===== config.mk =====
export PLATFORM = sky130hd
export DESIGN_NAME = periph_top
export DESIGN_NICKNAME = d
export VERILOG_FILES = /design/src/common/periph_pkg.sv /design/src/logic/axil_reg_bridge.sv /design/src/timer/timer_bank.sv /design/src/irq/irq_collect.sv /design/src/logic/periph_resp_select.sv /design/src/logic/periph_top.sv
export SDC_FILE = /design/constraint.sdc
export NUM_CORES = 1
export LEC_CHECK = 0
export BUFFER_PORTS_ARGS = -buffer_cell sky130_fd_sc_hd__buf_4
export CORE_UTILIZATION = 56
export CTS_CLUSTER_SIZE = 8
export DETAILED_ROUTE_END_ITERATION = 8
export PLACE_DENSITY_LB_ADDON = 0.15
export SYNTH_ARGS = -nofsm -noshare
export SYNTH_HDL_FRONTEND = slang
export SYNTH_SLANG_ARGS = --single-unit

===== constraint.sdc =====
create_clock -name clk_i -period 3.1 [get_ports clk_i]
set_input_delay 0.155 -clock clk_i [delete_from_list [all_inputs] [get_ports clk_i]]
set_output_delay 0.155 -clock clk_i [all_outputs]
set_load 0.05 [all_outputs]

===== src/common/periph_pkg.sv =====
// Peripheral subsystem shared definitions
// Bus widths, address map, response codes and register request/response types

package periph_pkg;

    // ----------------------------------------
    // Bus widths
    // ----------------------------------------
    localparam int ADDR_W = 12;
    localparam int DATA_W = 32;
    localparam int STRB_W = 4;
    localparam int OFFS_W = 8;  // Word offset field inside a window

    // ----------------------------------------
    // Address map, slot is addr[11:8]
    // ----------------------------------------
    localparam logic [3:0] SLOT_TIMER = 4'd0;
    localparam logic [3:0] SLOT_IRQ   = 4'd1;

    localparam logic [DATA_W-1:0] ABSENT_DATA = 32'hDEADBEEF;

    localparam logic [1:0] RESP_OKAY   = 2'b00;
    localparam logic [1:0] RESP_SLVERR = 2'b10;

    typedef enum logic [1:0] {
        TIMER  = 2'd0,
        IRQ    = 2'd1,
        ABSENT = 2'd2
    } slot_e;

    // One register access, valid for a single cycle
    typedef struct packed {
        logic              valid;
        logic              write;
        slot_e             slot;
        logic [OFFS_W-1:0] offset;
        logic [DATA_W-1:0] wdata;
        logic [STRB_W-1:0] wstrb;
    } reg_req_t;

    typedef struct packed {
        logic [DATA_W-1:0] rdata;
        logic [1:0]        resp;
    } reg_rsp_t;

    // Byte lane merge of write data into an existing register
    function automatic logic [DATA_W-1:0] apply_strb(
        input logic [DATA_W-1:0] old_val,
        input logic [DATA_W-1:0] wdata,
        input logic [STRB_W-1:0] wstrb
    );
        logic [DATA_W-1:0] merged;
        merged = old_val;
        for (int b = 0; b < STRB_W; b++) begin
            if (wstrb[b]) merged[b*8 +: 8] = wdata[b*8 +: 8];
        end
        return merged;
    endfunction

endpackage


===== src/logic/axil_reg_bridge.sv =====
// AXI4-Lite slave front end
// Accepts one write or read at a time, decodes the target window and
// issues a single-cycle register request, then returns the response on B or R

`timescale 1ns/1ps

module axil_reg_bridge
    import periph_pkg::*;
(
    input  logic              clk_i,
    input  logic              rst_i,
    // Write address and data
    input  logic [ADDR_W-1:0] awaddr_i,
    input  logic              awvalid_i,
    output logic              awready_o,
    input  logic [DATA_W-1:0] wdata_i,
    input  logic [STRB_W-1:0] wstrb_i,
    input  logic              wvalid_i,
    output logic              wready_o,
    // Write response
    output logic [1:0]        bresp_o,
    output logic              bvalid_o,
    input  logic              bready_i,
    // Read address and data
    input  logic [ADDR_W-1:0] araddr_i,
    input  logic              arvalid_i,
    output logic              arready_o,
    output logic [DATA_W-1:0] rdata_o,
    output logic [1:0]        rresp_o,
    output logic              rvalid_o,
    input  logic              rready_i,
    // Register side
    input  reg_rsp_t          rsp_i,
    output reg_req_t          req_o
);

    typedef enum logic [1:0] {
        ST_IDLE  = 2'd0,
        ST_ISSUE = 2'd1,
        ST_RESP  = 2'd2
    } state_e;

    state_e            state_q;
    logic              write_q;
    slot_e             slot_q;
    logic [OFFS_W-1:0] offset_q;
    logic [DATA_W-1:0] wdata_q;
    logic [STRB_W-1:0] wstrb_q;

    logic              wr_accept;
    logic              rd_accept;
    logic              resp_done;
    logic [ADDR_W-1:0] addr_sel;

    function automatic slot_e decode_slot(input logic [ADDR_W-1:0] addr);
        case (addr[11:8])
            SLOT_TIMER: return TIMER;
            SLOT_IRQ:   return IRQ;
            default:    return ABSENT;
        endcase
    endfunction

    // Write needs AW and W together and wins over a read
    assign wr_accept = (state_q == ST_IDLE) && awvalid_i && wvalid_i;
    assign rd_accept = (state_q == ST_IDLE) && arvalid_i && !(awvalid_i && wvalid_i);
    assign addr_sel  = wr_accept ? awaddr_i : araddr_i;

    assign awready_o = wr_accept;
    assign wready_o  = wr_accept;
    assign arready_o = rd_accept;

    assign bvalid_o = (state_q == ST_RESP) && write_q;
    assign rvalid_o = (state_q == ST_RESP) && !write_q;
    assign bresp_o  = rsp_i.resp;
    assign rresp_o  = rsp_i.resp;
    assign rdata_o  = rsp_i.rdata;

    assign resp_done = (bvalid_o && bready_i) || (rvalid_o && rready_i);

    // ----------------------------------------
    // Transaction FSM
    // ----------------------------------------
    always_ff @(posedge clk_i) begin
        if (rst_i) begin
            state_q <= ST_IDLE;
            write_q <= 1'b0;
        end else begin
            case (state_q)
                ST_IDLE: begin
                    if (wr_accept || rd_accept) begin
                        state_q <= ST_ISSUE;
                        write_q <= wr_accept;
                    end
                end
                ST_ISSUE: state_q <= ST_RESP;      // Response select samples here
                ST_RESP:  if (resp_done) state_q <= ST_IDLE;
                default:  state_q <= ST_IDLE;
            endcase
        end
    end

    // Captured access
    always_ff @(posedge clk_i) begin
        if (wr_accept || rd_accept) begin
            slot_q   <= decode_slot(addr_sel);
            offset_q <= OFFS_W'(addr_sel[7:2]);
            wdata_q  <= wdata_i;
            wstrb_q  <= wr_accept ? wstrb_i : '0;
        end
    end

    assign req_o.valid  = (state_q == ST_ISSUE);
    assign req_o.write  = write_q;
    assign req_o.slot   = slot_q;
    assign req_o.offset = offset_q;
    assign req_o.wdata  = wdata_q;
    assign req_o.wstrb  = wstrb_q;

endmodule


===== src/timer/timer_bank.sv =====
// Bank of match timers
// Each timer has counter, compare, control and status words at 16-byte stride;
// a match wraps the counter and raises the timer's interrupt line

`timescale 1ns/1ps

module timer_bank
    import periph_pkg::*;
#(
    parameter int NUM_TIMERS = 2
) (
    input  logic                  clk_i,
    input  logic                  rst_i,
    input  reg_req_t              req_i,
    output reg_rsp_t              rsp_o,
    output logic [NUM_TIMERS-1:0] tmr_irq_o
);

    localparam logic [1:0] REG_COUNT   = 2'd0;
    localparam logic [1:0] REG_COMPARE = 2'd1;
    localparam logic [1:0] REG_CONTROL = 2'd2;
    localparam logic [1:0] REG_STATUS  = 2'd3;

    logic [DATA_W-1:0]     count_q   [NUM_TIMERS];
    logic [DATA_W-1:0]     compare_q [NUM_TIMERS];
    logic [NUM_TIMERS-1:0] enable_q;
    logic [NUM_TIMERS-1:0] match_q;

    logic       wr_en;
    logic [5:0] sel_idx;   // Timer number
    logic [1:0] sel_reg;   // Word within timer

    assign wr_en   = req_i.valid && req_i.write && (req_i.slot == TIMER);
    assign sel_idx = req_i.offset[7:2];
    assign sel_reg = req_i.offset[1:0];

    assign tmr_irq_o = match_q;

    // ----------------------------------------
    // Counters and register writes
    // ----------------------------------------
    always_ff @(posedge clk_i) begin
        if (rst_i) begin
            for (int i = 0; i < NUM_TIMERS; i++) begin
                count_q[i]   <= '0;
                compare_q[i] <= '0;
            end
            enable_q <= '0;
            match_q  <= '0;
        end else begin
            for (int i = 0; i < NUM_TIMERS; i++) begin
                if (enable_q[i]) begin
                    if (count_q[i] == compare_q[i]) begin
                        count_q[i] <= '0;
                        match_q[i] <= 1'b1;
                    end else begin
                        count_q[i] <= count_q[i] + DATA_W'(1);
                    end
                end
                // Bus write overrides counting in the same cycle
                if (wr_en && (sel_idx == 6'(i))) begin
                    case (sel_reg)
                        REG_COUNT:
                            count_q[i] <= apply_strb(count_q[i], req_i.wdata, req_i.wstrb);
                        REG_COMPARE:
                            compare_q[i] <= apply_strb(compare_q[i], req_i.wdata, req_i.wstrb);
                        REG_CONTROL:
                            if (req_i.wstrb[0]) enable_q[i] <= req_i.wdata[0];
                        REG_STATUS:
                            if (req_i.wstrb[0] && req_i.wdata[0]) match_q[i] <= 1'b0; // W1C
                    endcase
                end
            end
        end
    end

    // Read mux with zero for unused offsets
    always_comb begin
        rsp_o.rdata = '0;
        rsp_o.resp  = RESP_OKAY;
        for (int i = 0; i < NUM_TIMERS; i++) begin
            if (sel_idx == 6'(i)) begin
                case (sel_reg)
                    REG_COUNT:   rsp_o.rdata = count_q[i];
                    REG_COMPARE: rsp_o.rdata = compare_q[i];
                    REG_CONTROL: rsp_o.rdata = DATA_W'(enable_q[i]);
                    REG_STATUS:  rsp_o.rdata = DATA_W'(match_q[i]);
                endcase
            end
        end
    end

endmodule


===== src/irq/irq_collect.sv =====
// Interrupt collector
// Registers timer and external sources into pending, masks them with enable,
// and offers a claim word and one combined interrupt output

`timescale 1ns/1ps

module irq_collect
    import periph_pkg::*;
#(
    parameter int NUM_TIMERS  = 2,
    parameter int NUM_EXT_IRQ = 4
) (
    input  logic                   clk_i,
    input  logic                   rst_i,
    input  reg_req_t               req_i,
    input  logic [NUM_TIMERS-1:0]  tmr_irq_i,
    input  logic [NUM_EXT_IRQ-1:0] ext_irq_i,
    output reg_rsp_t               rsp_o,
    output logic                   irq_o
);

    localparam int NUM_SRC = NUM_TIMERS + NUM_EXT_IRQ;  // Timers in the low bits

    localparam logic [OFFS_W-1:0] REG_PENDING = 8'd0;
    localparam logic [OFFS_W-1:0] REG_ENABLE  = 8'd1;
    localparam logic [OFFS_W-1:0] REG_CLAIM   = 8'd2;

    logic [NUM_SRC-1:0] pending_q;
    logic [NUM_SRC-1:0] enable_q;
    logic [NUM_SRC-1:0] active;
    logic [DATA_W-1:0]  enable_new;
    logic [DATA_W-1:0]  claim;
    logic               wr_en;

    assign wr_en      = req_i.valid && req_i.write && (req_i.slot == IRQ);
    assign enable_new = apply_strb(DATA_W'(enable_q), req_i.wdata, req_i.wstrb);
    assign active     = pending_q & enable_q;
    assign irq_o      = |active;

    always_ff @(posedge clk_i) begin
        if (rst_i) begin
            pending_q <= '0;
            enable_q  <= '0;
        end else begin
            pending_q <= {ext_irq_i, tmr_irq_i};
            if (wr_en && (req_i.offset == REG_ENABLE)) begin
                enable_q <= enable_new[NUM_SRC-1:0];
            end
        end
    end

    // Lowest active source wins, reported as index plus one
    always_comb begin
        claim = '0;
        for (int i = NUM_SRC - 1; i >= 0; i--) begin
            if (active[i]) claim = DATA_W'(i + 1);
        end
    end

    always_comb begin
        rsp_o.resp = RESP_OKAY;
        case (req_i.offset)
            REG_PENDING: rsp_o.rdata = DATA_W'(pending_q);
            REG_ENABLE:  rsp_o.rdata = DATA_W'(enable_q);
            REG_CLAIM:   rsp_o.rdata = claim;
            default:     rsp_o.rdata = '0;
        endcase
    end

endmodule


===== src/logic/periph_resp_select.sv =====
// Response select
// Registers the response of the addressed block on each request;
// accesses to an absent slot answer with SLVERR and a marker word

`timescale 1ns/1ps

module periph_resp_select
    import periph_pkg::*;
(
    input  logic     clk_i,
    input  logic     rst_i,
    input  reg_req_t req_i,
    input  reg_rsp_t timer_rsp_i,
    input  reg_rsp_t irq_rsp_i,
    output reg_rsp_t rsp_o
);

    reg_rsp_t rsp_q;
    reg_rsp_t rsp_d;

    always_comb begin
        case (req_i.slot)
            TIMER: rsp_d = timer_rsp_i;
            IRQ:   rsp_d = irq_rsp_i;
            default: begin
                rsp_d.rdata = ABSENT_DATA;
                rsp_d.resp  = RESP_SLVERR;
            end
        endcase
    end

    // Held until the next request
    always_ff @(posedge clk_i) begin
        if (rst_i) begin
            rsp_q <= '0;
        end else if (req_i.valid) begin
            rsp_q <= rsp_d;
        end
    end

    assign rsp_o = rsp_q;

endmodule


===== src/logic/periph_top.sv =====
// Peripheral subsystem top
// AXI4-Lite slave with a timer bank and an interrupt collector behind it

`timescale 1ns/1ps

module periph_top
    import periph_pkg::*;
#(
    parameter int NUM_TIMERS  = 2,
    parameter int NUM_EXT_IRQ = 4
) (
    input  logic                   clk_i,
    input  logic                   rst_i,
    input  logic [ADDR_W-1:0]      awaddr_i,
    input  logic                   awvalid_i,
    output logic                   awready_o,
    input  logic [DATA_W-1:0]      wdata_i,
    input  logic [STRB_W-1:0]      wstrb_i,
    input  logic                   wvalid_i,
    output logic                   wready_o,
    output logic [1:0]             bresp_o,
    output logic                   bvalid_o,
    input  logic                   bready_i,
    input  logic [ADDR_W-1:0]      araddr_i,
    input  logic                   arvalid_i,
    output logic                   arready_o,
    output logic [DATA_W-1:0]      rdata_o,
    output logic [1:0]             rresp_o,
    output logic                   rvalid_o,
    input  logic                   rready_i,
    input  logic [NUM_EXT_IRQ-1:0] irq_i,
    output logic                   irq_o
);

    reg_req_t              req;
    reg_rsp_t              timer_rsp;
    reg_rsp_t              irq_rsp;
    reg_rsp_t              sel_rsp;
    logic [NUM_TIMERS-1:0] tmr_irq;

    axil_reg_bridge i_axil_reg_bridge (
        .clk_i     ( clk_i     ),
        .rst_i     ( rst_i     ),
        .awaddr_i  ( awaddr_i  ),
        .awvalid_i ( awvalid_i ),
        .awready_o ( awready_o ),
        .wdata_i   ( wdata_i   ),
        .wstrb_i   ( wstrb_i   ),
        .wvalid_i  ( wvalid_i  ),
        .wready_o  ( wready_o  ),
        .bresp_o   ( bresp_o   ),
        .bvalid_o  ( bvalid_o  ),
        .bready_i  ( bready_i  ),
        .araddr_i  ( araddr_i  ),
        .arvalid_i ( arvalid_i ),
        .arready_o ( arready_o ),
        .rdata_o   ( rdata_o   ),
        .rresp_o   ( rresp_o   ),
        .rvalid_o  ( rvalid_o  ),
        .rready_i  ( rready_i  ),
        .rsp_i     ( sel_rsp   ),
        .req_o     ( req       )
    );

    timer_bank #(
        .NUM_TIMERS ( NUM_TIMERS )
    ) i_timer_bank (
        .clk_i     ( clk_i     ),
        .rst_i     ( rst_i     ),
        .req_i     ( req       ),
        .rsp_o     ( timer_rsp ),
        .tmr_irq_o ( tmr_irq   )
    );

    irq_collect #(
        .NUM_TIMERS  ( NUM_TIMERS  ),
        .NUM_EXT_IRQ ( NUM_EXT_IRQ )
    ) i_irq_collect (
        .clk_i     ( clk_i   ),
        .rst_i     ( rst_i   ),
        .req_i     ( req     ),
        .tmr_irq_i ( tmr_irq ),
        .ext_irq_i ( irq_i   ),
        .rsp_o     ( irq_rsp ),
        .irq_o     ( irq_o   )
    );

    periph_resp_select i_periph_resp_select (
        .clk_i       ( clk_i     ),
        .rst_i       ( rst_i     ),
        .req_i       ( req       ),
        .timer_rsp_i ( timer_rsp ),
        .irq_rsp_i   ( irq_rsp   ),
        .rsp_o       ( sel_rsp   )
    );

endmodule


==> results.md, run 1 <==
* Slew headroom at 32.3%
* CTS tree: done
* Pins Over Slew Limit at 0
* Clock Tree Buf Depth at 3
* Routed wire length at 31,600 um
* CP cell instances: nor2_1, nand3_1, inv_1, nor4_2, dlygate4sd3_1, nor2_1, dlygate4sd3_1
* Type of the most critical hold path: in -> reg
* Initial Utilization at 57.6%
* Clock power frac at 41.3%
* Vias at 8,951
* Delay of the slowest critical-path stage at 0.61 ns
* Clock sink count at 224
* Post-Syn Instances at 1,049
* Top post-synthesis cells by area: edfxtp_1 46%, dfxtp_1 9.2%, xor2_1 8.3%
* Max Cap Viol at 0
* Seq pwr share at 47.9%
* Slowest-stage cell, CP: dlygate4sd3_1
* Internal power at 0.00559 W
* N_diodes at 0
* Total track usage at 31.3%
* Vias per std cell at 5.96
* Async set-or-reset flop fraction in the synthesized netlist at 0%
* Die Area at 20,700 um^2
* First-pass GRT wire length at 47,900 um
* Status: complete, no violations
* Num CTS Buffers at 31
* Antenna Nets Post-Route at 0
* Xor/xnor share of the synthesized area at 9.63%
* GRT overflow at 0
* Final worst slack at 0.222 ns
* DRC viols at 0
* Synth Area in Adders at 0.222%
* H-tree depth at 1
* Synth Area in Compound Gates at 10.7%
* Clk slew on worst S/H paths at 0.05 ns
* Filler cells at 1,457
* Core Rows at 51
* Clock skew at 0.0298 ns
* Main synth FF type: edfxtp_1
* Largest net degree at the start of global routing at 44
* Mux share of post-synthesis cell area at 4.17%
* Clock tree root driver cell: clkbuf_16
* Crit. End Element: register
* Seq/Total Area, Yosys at 55.0%
* Cell taking the most area after synthesis: edfxtp_1
* YS warnings at 0
* Die Span Y at 144 um
* # IOs at 113
* Post-synth EDFFs at 172
* Fin nets at 1,286
* Net Switching at 0.00188 W
* CP required at 3.39 ns
* Share of cells above drive strength 1 at 16.7%
* Fmax at 347 MHz
* Final hold vios at 0
* Layout area overhead at 22.9%
* DP Worst Slack at 0.364 ns
* Post-Layout Cell Count at 1,502
* Hpwl dp at 20,500 um
* Max VDD drop at 0.472 mV
* Drt pass-1 iters at 5
* Crit path kind: reg -> reg
* Sw Share at 25.1%
* Number of global-route vias before repair at 8,631
* Fin crit share at 92.8%
* Post-synth cell types at 62
* Combinational share of power at 10.8%
* Initial DRC Count at 885
* Top-area cell type share of the netlist area at 45.8%
* Combinational family with the most area after synthesis: simple AND/OR/NAND/NOR gates
* Cell Area, Synth at 11,300 um^2
* Min-Delay Path Depth at 2
* CP arrival at 3.17 ns
* Post-CTS setup buffers at 0
* Worst-Skew Late Latency at 0.56 ns
* Leak at 5.16 nW
* Worst-margin pin slew at 1.02 ns
* Wire per inst at 21.0 um
* Die Wd at 144 um
* Yosys reg bits at 224
* Startpoint class of the critical path: register
* Final Wtd Congestion at 0.877
* Setup TNS at 0 ns
* Post-Synth Simple-Gate Area at 16.8%
* Worst-path fanout max at 15
* Setup Viol. Count Final at 0
* IO Port Bufs at 106
* R2r worst-path depth at 7
* PD cells at 539 nW/um^2
* Core ar. at 19,600 um^2
* Initial antenna violation count at 1
* RSZ-0062 raised after global routing: no
* Dpl cells at 1,379
* Mean Syn Cell Area at 10.7 um^2
* Crit path time final at 2.88 ns
-- power groups by stage --
stage	logic, W	clock network, W	registers, W
final	0.000810	0.00308	0.00358
after global routing	0.000859	0.00323	0.00359
after CTS	0.000800	0.00310	0.00357
after detailed placement	0.000727	0	0.00363
after global placement	0.000718	0	0.00362
after floorplan	0.000386	0	0.00366
-- stage by stage --
step | power, W | util [%] | instance area (um^2) | hold WS [ns]
finish | 0.00747 | 70.8 | 13900 | 0.315
detailed placement | 0.00435 | 62.9 | 12300 | 0.334
global placement | 0.00434 | 62.9 | 12300 | 0.333
floorplan | 0.00404 | - | 11300 | 0.254
global route | 0.00768 | 70.8 | 13900 | 0.325
CTS | 0.00747 | 70.7 | 13900 | 0.310
-- state kept, by name, indices dropped and copies added, names as in the netlist --
register,count
i_irq_collect.pending_q,6
i_timer_bank.tmr_irq_o,2
i_axil_reg_bridge.state_q,2
i_timer_bank.enable_q,2
i_irq_collect.enable_q,6
i_timer_bank.count_q,64
i_timer_bank.compare_q,64
i_axil_reg_bridge.write_q,1
i_axil_reg_bridge.offset_q,6
i_axil_reg_bridge.slot_q,2
i_axil_reg_bridge.wstrb_q,4
i_periph_resp_select.rsp_o,33
i_axil_reg_bridge.wdata_q,32
-- final timing paths --
kind / endpoint / start / slack [ns]
setup reg to reg: i_axil_reg_bridge.slot_q[1] / i_axil_reg_bridge.state_q[1] / 0.22
hold / removal: i_axil_reg_bridge.wdata_q[14] / wdata_i[14] / 0.32
setup / recovery: i_axil_reg_bridge.slot_q[1] / i_axil_reg_bridge.state_q[1] / 0.22
hold reg to reg: i_periph_resp_select.rsp_o[7] / i_periph_resp_select.rsp_o[7] / 0.45
-- per-layer routing --
metal  GRT usage (%)  routed length, um  vias to the layer above
li1                -                  -                     4126
met1            40.9              12700                     4292
met2            51.0              14800                      424
met3            6.36               2770                      105
met4            12.7               1240                        4
met5               0                 32                        -
-- cell usage after synthesis (6+ instances only) --
library cell	n
a21oi_1	39
edfxtp_1	172
mux2i_1	20
nor3_1	8
buf_2	24
nor4_1	20
nand2_1	137
xnor2_1	17
xor2_1	107
buf_1	6
and2_1	40
nor2_1	64
inv_1	8
mux2_2	20
nor2b_1	9
nand3_1	33
and3_1	9
o22ai_1	20
a22oi_1	35
dfxtp_1	52
nand4_1	20
and4_1	8
buf_4	9
clkbuf_1	29
a21o_1	8
o21ai_0	74
-- worst max-delay path: cells and delay by family, from the launching register on --
kind                   cells  cell delay, ns
buffers and inverters      3            1.48
AND/OR/NAND/NOR            4            0.71
flip-flops                 1            0.42
-- placed cells by master, fill, tap and decap left out, drive strengths merged, types with 3 or more instances in the layout --
| cell | instances |
|---|---|
| a21o | 8 |
| a21oi | 39 |
| a221oi | 5 |
| a22oi | 36 |
| and2 | 40 |
| and3 | 9 |
| and4 | 8 |
| buf | 138 |
| clkbuf | 57 |
| dfxtp | 52 |
| dlygate4sd3 | 66 |
| edfxtp | 172 |
| inv | 8 |
| mux2 | 20 |
| mux2i | 20 |
| nand2 | 137 |
| nand2b | 5 |
| nand3 | 34 |
| nand4 | 20 |
| nor2 | 65 |
| nor2b | 9 |
| nor3 | 12 |
| nor3b | 4 |
| nor4 | 22 |
| o21ai | 77 |
| o22ai | 20 |
| or4b | 3 |
| xnor2 | 17 |
| xor2 | 107 |
-- cell families after synthesis --
kind of cell,count (synthesis)
simple gates,375
flops,224
compound gates,199
xor+xnor,124
buf+inv,82
mux,42
fa+ha+maj,2
other cells,1
-- area by class of cell --
class	instances	area (um^2)	area share (%)
sequential	224	6210	44.8
multi-input combinational	744	4710	34.0
timing repair buffer	204	1710	12.3
tap	265	332	2.39
inverter	8	30.0	0.217
clock buffer	57	873	6.30
-- repair_timing --
action / CTS / global route
hold buffers: 66 / 0
gates resized for setup: 0 / 1
endpoints found under the hold margin: 63 / 0
endpoints found under the setup margin: 0 / 1
(Power assumes the default switching activity.)
==> run 2, diff against run 1 <==
- ABC_AREA: default -> 1
- PLACE_DENSITY_LB_ADDON: 0.15 -> 0.12
==> run 2 against run 1 <==
  * Synthesized cell count grew 60%
  * Clock skew shrank 0.013 ns
  * Final cell count grew 42%
  * Via count grew 32%
  * Setup slack gained 0.50 ns
  * Global-route usage grew 2.5 points
  * Highest routed layer unchanged
==> results.md, run 2 <==
* Most frequent cells in the layout: 620 x nand2_1, 180 x inv_1, 172 x edfxtp_1 (was 172 x edfxtp_1, 137 x buf_4, 136 x nand2_1)
* Largest net degree at the start of global routing at 45 (was 44)
* Area of the multi-input gates at 5500 um^2 (was 4710 um^2)
* Cell with the most instances after synthesis: nand2_1 (was edfxtp_1)
* Fin nets at 1,910 (was 1,286)
* Yosys reg bits at 224 (unchanged)
* Post-synth EDFFs at 172 (unchanged)
* Final Wtd Congestion at 1.01 (was 0.877)
* Setup TNS at 0 ns (unchanged)
* Core Rows at 54 (was 51)
* Final worst slack at 0.717 ns (was 0.222 ns)
* Type of the most critical hold path: in -> reg (unchanged)
* Async set-or-reset flop fraction in the synthesized netlist at 0% (unchanged)
* CTS tree: done (unchanged)
* Clock Tree Buf Depth at 3 (unchanged)
* # IOs at 113 (unchanged)
* Clock tree root driver cell: clkbuf_16 (unchanged)
* Hpwl dp at 28,100 um (was 20,500 um)
* PD cells at 515 nW/um^2 (was 539 nW/um^2)
* IO Port Bufs at 106 (unchanged)
* Total Power at 0.00789 W (was 0.00747 W)
* Leak at 6.77 nW (was 5.16 nW)
* Main synth FF type: edfxtp_1 (unchanged)
* Final hold vios at 0 (unchanged)
* Setup Viol. Count Final at 0 (unchanged)
* Initial antenna violation count at 1 (unchanged)
* Routed wire length at 39,600 um (was 31,600 um)
* Max Cap Viol at 0 (unchanged)
* Die Area at 23,400 um^2 (was 20,700 um^2)
* Worst-Skew Late Latency at 0.52 ns (was 0.56 ns)
* Worst Path Buf+Inv at 1 (was 3)
* Slowest-stage cell, CP: edfxtp_1 (was dlygate4sd3_1)
* CP top delay family: simple AND/OR/NAND/NOR gates (was buffers and inverters)
* Clock skew at 0.0165 ns (was 0.0298 ns)
* CP arrival at 2.57 ns (was 3.17 ns)
* N_diodes at 0 (unchanged)
* Clk slew on worst S/H paths at 0.05 ns (about the same)
* Total track usage at 33.8% (was 31.3%)
* Layout area overhead at 19.7% (was 22.9%)
* Worst-margin pin slew at 0.764 ns (was 1.02 ns)
* Worst-path fanout max at 8 (was 15)
* Die Wd at 153 um (was 144 um)
* Drt pass-1 iters at 5 (unchanged)
* Top post-synthesis cells by area: edfxtp_1 40%, nand2_1 18%, dfxtp_1 8.1% (was edfxtp_1 46%, dfxtp_1 9.2%, xor2_1 8.3%)
* Die Span Y at 153 um (was 144 um)
* Top cells by count, synth: 620 x nand2_1, 180 x inv_1, 172 x edfxtp_1 (was 172 x edfxtp_1, 137 x nand2_1, 107 x xor2_1)
* Share of cells above drive strength 1 at 11.3% (was 16.7%)
* CP required at 3.29 ns (was 3.39 ns)
* RSZ-0062 raised after global routing: no (unchanged)
* Status: complete, no violations (unchanged)
* DP Worst Slack at 0.764 ns (was 0.364 ns)
* First-pass GRT wire length at 60,100 um (was 47,900 um)
* DRC viols at 0 (unchanged)
* Filler cells at 1,857 (was 1,457)
* Wire per inst at 18.5 um (was 21.0 um)
* Pins Over Slew Limit at 0 (unchanged)
* Clock sink count at 224 (unchanged)
* Fmax at 420 MHz (was 347 MHz)
* H-tree depth at 2 (was 1)
* Crit path kind: reg -> reg (unchanged)
* CP cell instances: nor2_2, nand2_2, nor3_4, nand3_2, o21ai_0, inv_1 (was nor2_1, nand3_1, inv_1, nor4_2, dlygate4sd3_1, nor2_1, dlygate4sd3_1)
* Core ar. at 22,100 um^2 (was 19,600 um^2)
* Crit path time final at 2.38 ns (was 2.88 ns)
* YS warnings at 0 (unchanged)
* Delay of the slowest critical-path stage at 0.49 ns (was 0.61 ns)
* Top-area cell type share of the netlist area at 40.4% (was 45.8%)
* GRT overflow at 0 (unchanged)
* Crit. End Element: register (unchanged)
* Mean Syn Cell Area at 7.62 um^2 (was 10.7 um^2)
* Number of global-route vias before repair at 11,000 (was 8,631)
* Slew headroom at 49.0% (was 32.3%)
* Startpoint class of the critical path: register (unchanged)
* Fin crit share at 76.9% (was 92.8%)
* Vias at 11,800 (was 8,951)
* Initial DRC Count at 1,456 (was 885)
* Num CTS Buffers at 34 (was 31)
* Seq/Total Area, Yosys at 48.5% (was 55.0%)
* Total area of sequential cells at 6210 um^2 (unchanged)
* Post-CTS Resized at 0 (unchanged)
* Post-synth cell types at 35 (was 62)
* Initial Utilization at 57.9% (was 57.6%)
* Max VDD drop at 0.568 mV (was 0.472 mV)
* Cell taking the most area after synthesis: edfxtp_1 (unchanged)
* Cell Area, Synth at 12,800 um^2 (was 11,300 um^2)
* Antenna Nets Post-Route at 0 (unchanged)
* Post-Syn Instances at 1,677 (was 1,049)
* Vias per std cell at 5.52 (was 5.96)
* Most common cell after layout, fill and taps aside: nand2_1 (was edfxtp_1)
## run 2: changes by cell type in the layout (fill, tap and decap cells not counted), moves of 17 or more
| cell | delta |
|---|---|
| nand2_1 | +484 |
| inv_1 | +172 |
| nor2_1 | +99 |
| nand3_1 | +81 |
| xor2_1 | -77 |
| and2_1 | -40 |
| a22oi_1 | -34 |
| a21oi_1 | +33 |
| o21ai_0 | -28 |
| mux2_2 | -20 |
| mux2i_1 | -20 |
| xnor2_1 | +18 |
| nor2_2 | +17 |
## run 2: worst paths after layout
kind	endpoint	cells past startpoint	slack (ns)	start
worst min register to register	i_periph_resp_select.rsp_o[10]	2	0.46	i_periph_resp_select.rsp_o[10]
worst max register to register	i_timer_bank.count_q[0][29]	6	0.72	i_axil_reg_bridge.offset_q[2]
worst min-delay path	i_axil_reg_bridge.state_q[0]	4	0.02	awvalid_i
worst max-delay path	i_timer_bank.count_q[0][29]	6	0.72	i_axil_reg_bridge.offset_q[2]
## run 2: metal layers
metal | track usage [%] | share of wire, % | vias up
li1 | - | - | 5705
met1 | 49.1 | 42 | 5372
met4 | 10.9 | 2.6 | 2
met3 | 6.95 | 13 | 73
met5 | 0 | 0.023 | -
met2 | 50.5 | 43 | 640
## run 2: layout make-up
type | count | share of cell area, %
repair buffers | 186 | 10.2
well taps | 280 | 2.29
multi-input cells | 1201 | 35.9
clock inverters | 4 | 0.262
inverters | 190 | 4.66
clock buffers | 51 | 6.11
flip-flops and latches | 224 | 40.5
## run 2: cell families after synthesis
family | Yosys count | synth area share [%]
buf+inv | 253 | 8.44
xor+xnor | 65 | 4.45
flops | 224 | 48.5
compound gates | 152 | 6.48
fa+ha+maj | 2 | 0.196
other cells | 1 | 0.0293
simple gates | 980 | 31.9
## run 2: repair_timing
action	CTS	global route
setup buffers	0	0
hold buffers	55	0
endpoints found under the setup margin	0	0
hold endpoints to repair	48	0
## run 2: through the flow
stage,hold WS (ns),util (%),cells,cell area [um^2]
final,0.0178,69.3,2136,15300
after floorplan,0.254,-,1678,12800
after CTS,0.00564,69.3,2136,15300
after global placement,0.333,62.4,2026,13800
after detailed placement,0.334,62.4,2026,13800
after global routing,0.0223,69.3,2136,15300
## run 2: worst reg2reg max path, stage by stage (launching register included)
cell and delay [ns]:
edfxtp_1 0.49, nor2_2 0.21, nand2_2 0.18, nor3_4 0.28
nand3_2 0.14, o21ai_0 0.41, inv_1 0.34
## run 2: power breakdown
group | switching, W | internal, W
clock | 0.00135 | 0.00208
combinational | 0.000554 | 0.000309
sequential | 0.000191 | 0.00340
total | 0.00210 | 0.00579
==> run 3, diff against run 2 <==
- CORE_UTILIZATION: 56 -> 55
- clock period: 3.1 -> 2.1 ns (I/O delays scaled with it)
==> run 3 against run 2 <==
  * Critical path depth grew 1
  * Clock-buffer cell count unchanged
  * Global-route usage is 0.89 points higher
  * Clock power is 45% higher
  * Total power grew 48%
  * Clock skew up 0.0025 ns
  * Non-clock buffer count increased by 65
  * Register-to-register slack got worse by 0.64 ns
  * First-iteration DRC count decreased by 11%
  * Utilization up 0.83 points
  * Largest cell class unchanged
==> results.md, run 3 (synthesis results as in run 2) <==
* Net Switching at 0.00310 W (was 0.00210 W)
* Routed wire length at 40,800 um (was 39,600 um)
* Clock sink count at 224 (unchanged)
* Post-Layout Cell Count at 2,206 (was 2,136)
* Vias per std cell at 5.49 (was 5.52)
* PD cells at 732 nW/um^2 (was 515 nW/um^2)
* Final Wtd Congestion at 1.01 (about the same)
* R2r startpoint: i_axil_reg_bridge.offset_q[1] (was i_axil_reg_bridge.offset_q[2])
* Clock Tree Buf Depth at 3 (unchanged)
* Initial DRC Count at 1,298 (was 1,456)
* First-pass GRT wire length at 61,900 um (was 60,100 um)
* Fmax at 495 MHz (was 420 MHz)
* N_diodes at 0 (unchanged)
* R2r worst-path depth at 7 (was 6)
* CP cell instances: nor2_1, buf_4, buf_4, nand2_1, a21oi_1, nand2_1, a21oi_1 (was nor2_2, nand2_2, nor3_4, nand3_2, o21ai_0, inv_1)
* Min-Delay Path Depth at 4 (unchanged)
* # IOs at 113 (unchanged)
* Hpwl dp at 29,300 um (was 28,100 um)
* Total track usage at 34.7% (was 33.8%)
* Clock skew at 0.0189 ns (was 0.0165 ns)
* Number of global-route vias before repair at 11,200 (was 11,000)
* CP top delay family: simple AND/OR/NAND/NOR gates (unchanged)
* Filler cells at 1,879 (was 1,857)
* Final hold vios at 0 (unchanged)
* Die Wd at 154 um (was 153 um)
* Reg2reg end: i_periph_resp_select.rsp_o[10] (was i_timer_bank.count_q[0][29])
* H-tree depth at 2 (unchanged)
* Initial Utilization at 56.3% (was 57.9%)
* Pins Over Slew Limit at 0 (unchanged)
* Type of the most critical hold path: in -> reg (unchanged)
* GRT overflow at 0 (unchanged)
* Layout area overhead at 24.5% (was 19.7%)
* Setup TNS at 0 ns (unchanged)
* Crit. End Element: register (unchanged)
* Fin crit share at 96.3% (was 76.9%)
* Max Cap Viol at 0 (unchanged)
* Fin nets at 1,975 (was 1,910)
* Num CTS Buffers at 34 (unchanged)
* Sw Share at 26.6% (about the same)
* Most frequent cells in the layout: 619 x nand2_1, 181 x buf_4, 175 x inv_1 (was 620 x nand2_1, 180 x inv_1, 172 x edfxtp_1)
* Core Rows at 55 (was 54)
* CTS tree: done (unchanged)
* Slowest-stage cell, CP: edfxtp_1 (unchanged)
* Internal power at 0.00855 W (was 0.00579 W)
* Wire per inst at 18.5 um (about the same)
* Crit path kind: reg -> reg (unchanged)
* Worst-margin pin slew at 0.643 ns (was 0.764 ns)
* CP required at 2.53 ns (was 3.29 ns)
* IO Port Bufs at 106 (unchanged)
* RSZ-0062 raised after global routing: yes (was no)
* Startpoint class of the critical path: register (unchanged)
* Crit path time final at 2.02 ns (was 2.38 ns)
* Leak at 7.10 nW (was 6.77 nW)
* Seq pwr share at 45.4% (was 45.5%)
* Core ar. at 22,700 um^2 (was 22,100 um^2)
* Share of cells above drive strength 1 at 14.7% (was 11.3%)
* Combinational share of power at 11.9% (was 11.0%)
* Largest net degree at the start of global routing at 45 (unchanged)
* Setup Viol. Count Final at 0 (unchanged)
* Worst-Skew Late Latency at 0.51 ns (was 0.52 ns)
* Max VDD drop at 0.754 mV (was 0.568 mV)
* Dpl cells at 2,086 (was 2,026)
* DRC viols at 0 (unchanged)
* Antenna Nets Post-Route at 0 (unchanged)
* Drt pass-1 iters at 7 (was 5)
* Worst-path fanout max at 11 (was 8)
* Clock tree root driver cell: clkbuf_16 (unchanged)
* Die Span Y at 154 um (was 153 um)
* Vias at 12,100 (was 11,800)
* Initial antenna violation count at 0 (was 1)
* Delay of the slowest critical-path stage at 0.49 ns (about the same)
* Die Area at 23,900 um^2 (was 23,400 um^2)
* Clk slew on worst S/H paths at 0.05 ns (about the same)
* Final core occ at 70.1% (was 69.3%)
* Worst Path Buf+Inv at 2 (was 1)
* Slew headroom at 57.1% (was 49.0%)
* Most common cell after layout, fill and taps aside: nand2_1 (unchanged)
* Worst Hold End: i_axil_reg_bridge.slot_q[0] (was i_axil_reg_bridge.state_q[0])
* R2R Setup Slk at 0.08 ns (was 0.72 ns)
* Startpoint of the worst hold path: araddr_i[9] (was awvalid_i)
* Clock power frac at 42.7% (was 43.5%)
* Status: complete, no violations (unchanged)
* CP arrival at 2.45 ns (was 2.57 ns)
==> run 3: changes by cell type in the layout (fill, tap and decap cells not counted), moves of 3 or more <==
cell,delta
inv_1,-5
buf_12,+6
dlygate4sd3_1,+7
inv_2,+4
buf_4,+52
nor2_2,+3
nor2_1,-4
==> run 3: what timing repair did <==
action | 4_1_cts | 5_1_grt
hold endpoints to repair | 51 | 0
gates resized for setup | 0 | 14
setup endpoints to repair | 0 | 74
hold buffers | 62 | 0
buffers inserted | 0 | 3
==> run 3: worst max path at each step <==
stage / cells past startpoint / startpoint / end / slack, ns
CTS: 10 / i_timer_bank.count_q[1][0] / i_timer_bank.count_q[1][18] / 0.1
global route: 9 / i_axil_reg_bridge.slot_q[0] / i_timer_bank.count_q[1][25] / -0.009
floorplan: 5 / i_axil_reg_bridge.offset_q[5] / i_timer_bank.compare_q[0][40] / -0.006
finish: 7 / i_axil_reg_bridge.offset_q[1] / i_periph_resp_select.rsp_o[10] / 0.08
detailed placement: 10 / i_timer_bank.count_q[1][0] / i_timer_bank.count_q[1][18] / 0.11
global placement: 10 / i_timer_bank.count_q[1][0] / i_timer_bank.count_q[1][18] / 0.14
==> run 3: final cells by class <==
type	instances	area (um^2)	area share, %
Clock buffer	51	915	5.74
Sequential cell	224	6210	39.0
Inverter	190	717	4.50
Tap cell	285	357	2.24
Multi-Input combinational cell	1201	5550	34.8
Clock inverter	4	42.5	0.267
Timing Repair Buffer	251	2140	13.4
==> run 3: stage by stage <==
step	power [W]	setup WS, ns	cell area (um^2)	hold slack (ns)
CTS	0.0116	0.0962	15900	0.00803
global route	0.0120	-0.00905	15900	0.0571
finish	0.0116	0.0780	15900	0.0448
floorplan	0.00603	-0.00628	12800	0.204
global placement	0.00658	0.138	14300	0.283
detailed placement	0.00660	0.108	14300	0.284
==> run 3: power by group through the flow <==
stage | Sequential [W] | Combinational, W | Clock (W)
4_1_cts | 0.00527 | 0.00136 | 0.00502
3_5_place_dp | 0.00535 | 0.00125 | 0
6_report | 0.00528 | 0.00139 | 0.00497
2_1_floorplan | 0.00538 | 0.000650 | 0
3_3_place_gp | 0.00534 | 0.00123 | 0
5_1_grt | 0.00530 | 0.00151 | 0.00520
==> run 3: layer usage <==
layer | up-vias | wire, um | GRT usage (%) | part of all wire [%]
met5 | - | 0 | 0 | 0
met2 | 626 | 17300 | 50.7 | 42
met1 | 5544 | 17500 | 49.6 | 43
met3 | 94 | 4370 | 7.85 | 11
li1 | 5838 | - | - | -
met4 | 0 | 1690 | 14.5 | 4.1
==> run 3: worst reg2reg max path, delay by kind of cell, from the launching register on <==
kind	cells	cell delay (ns)
AO/OA/AOI/OAI	2	0.52
buffers and inverters	2	0.43
flip-flops	1	0.49
AND/OR/NAND/NOR	3	0.52
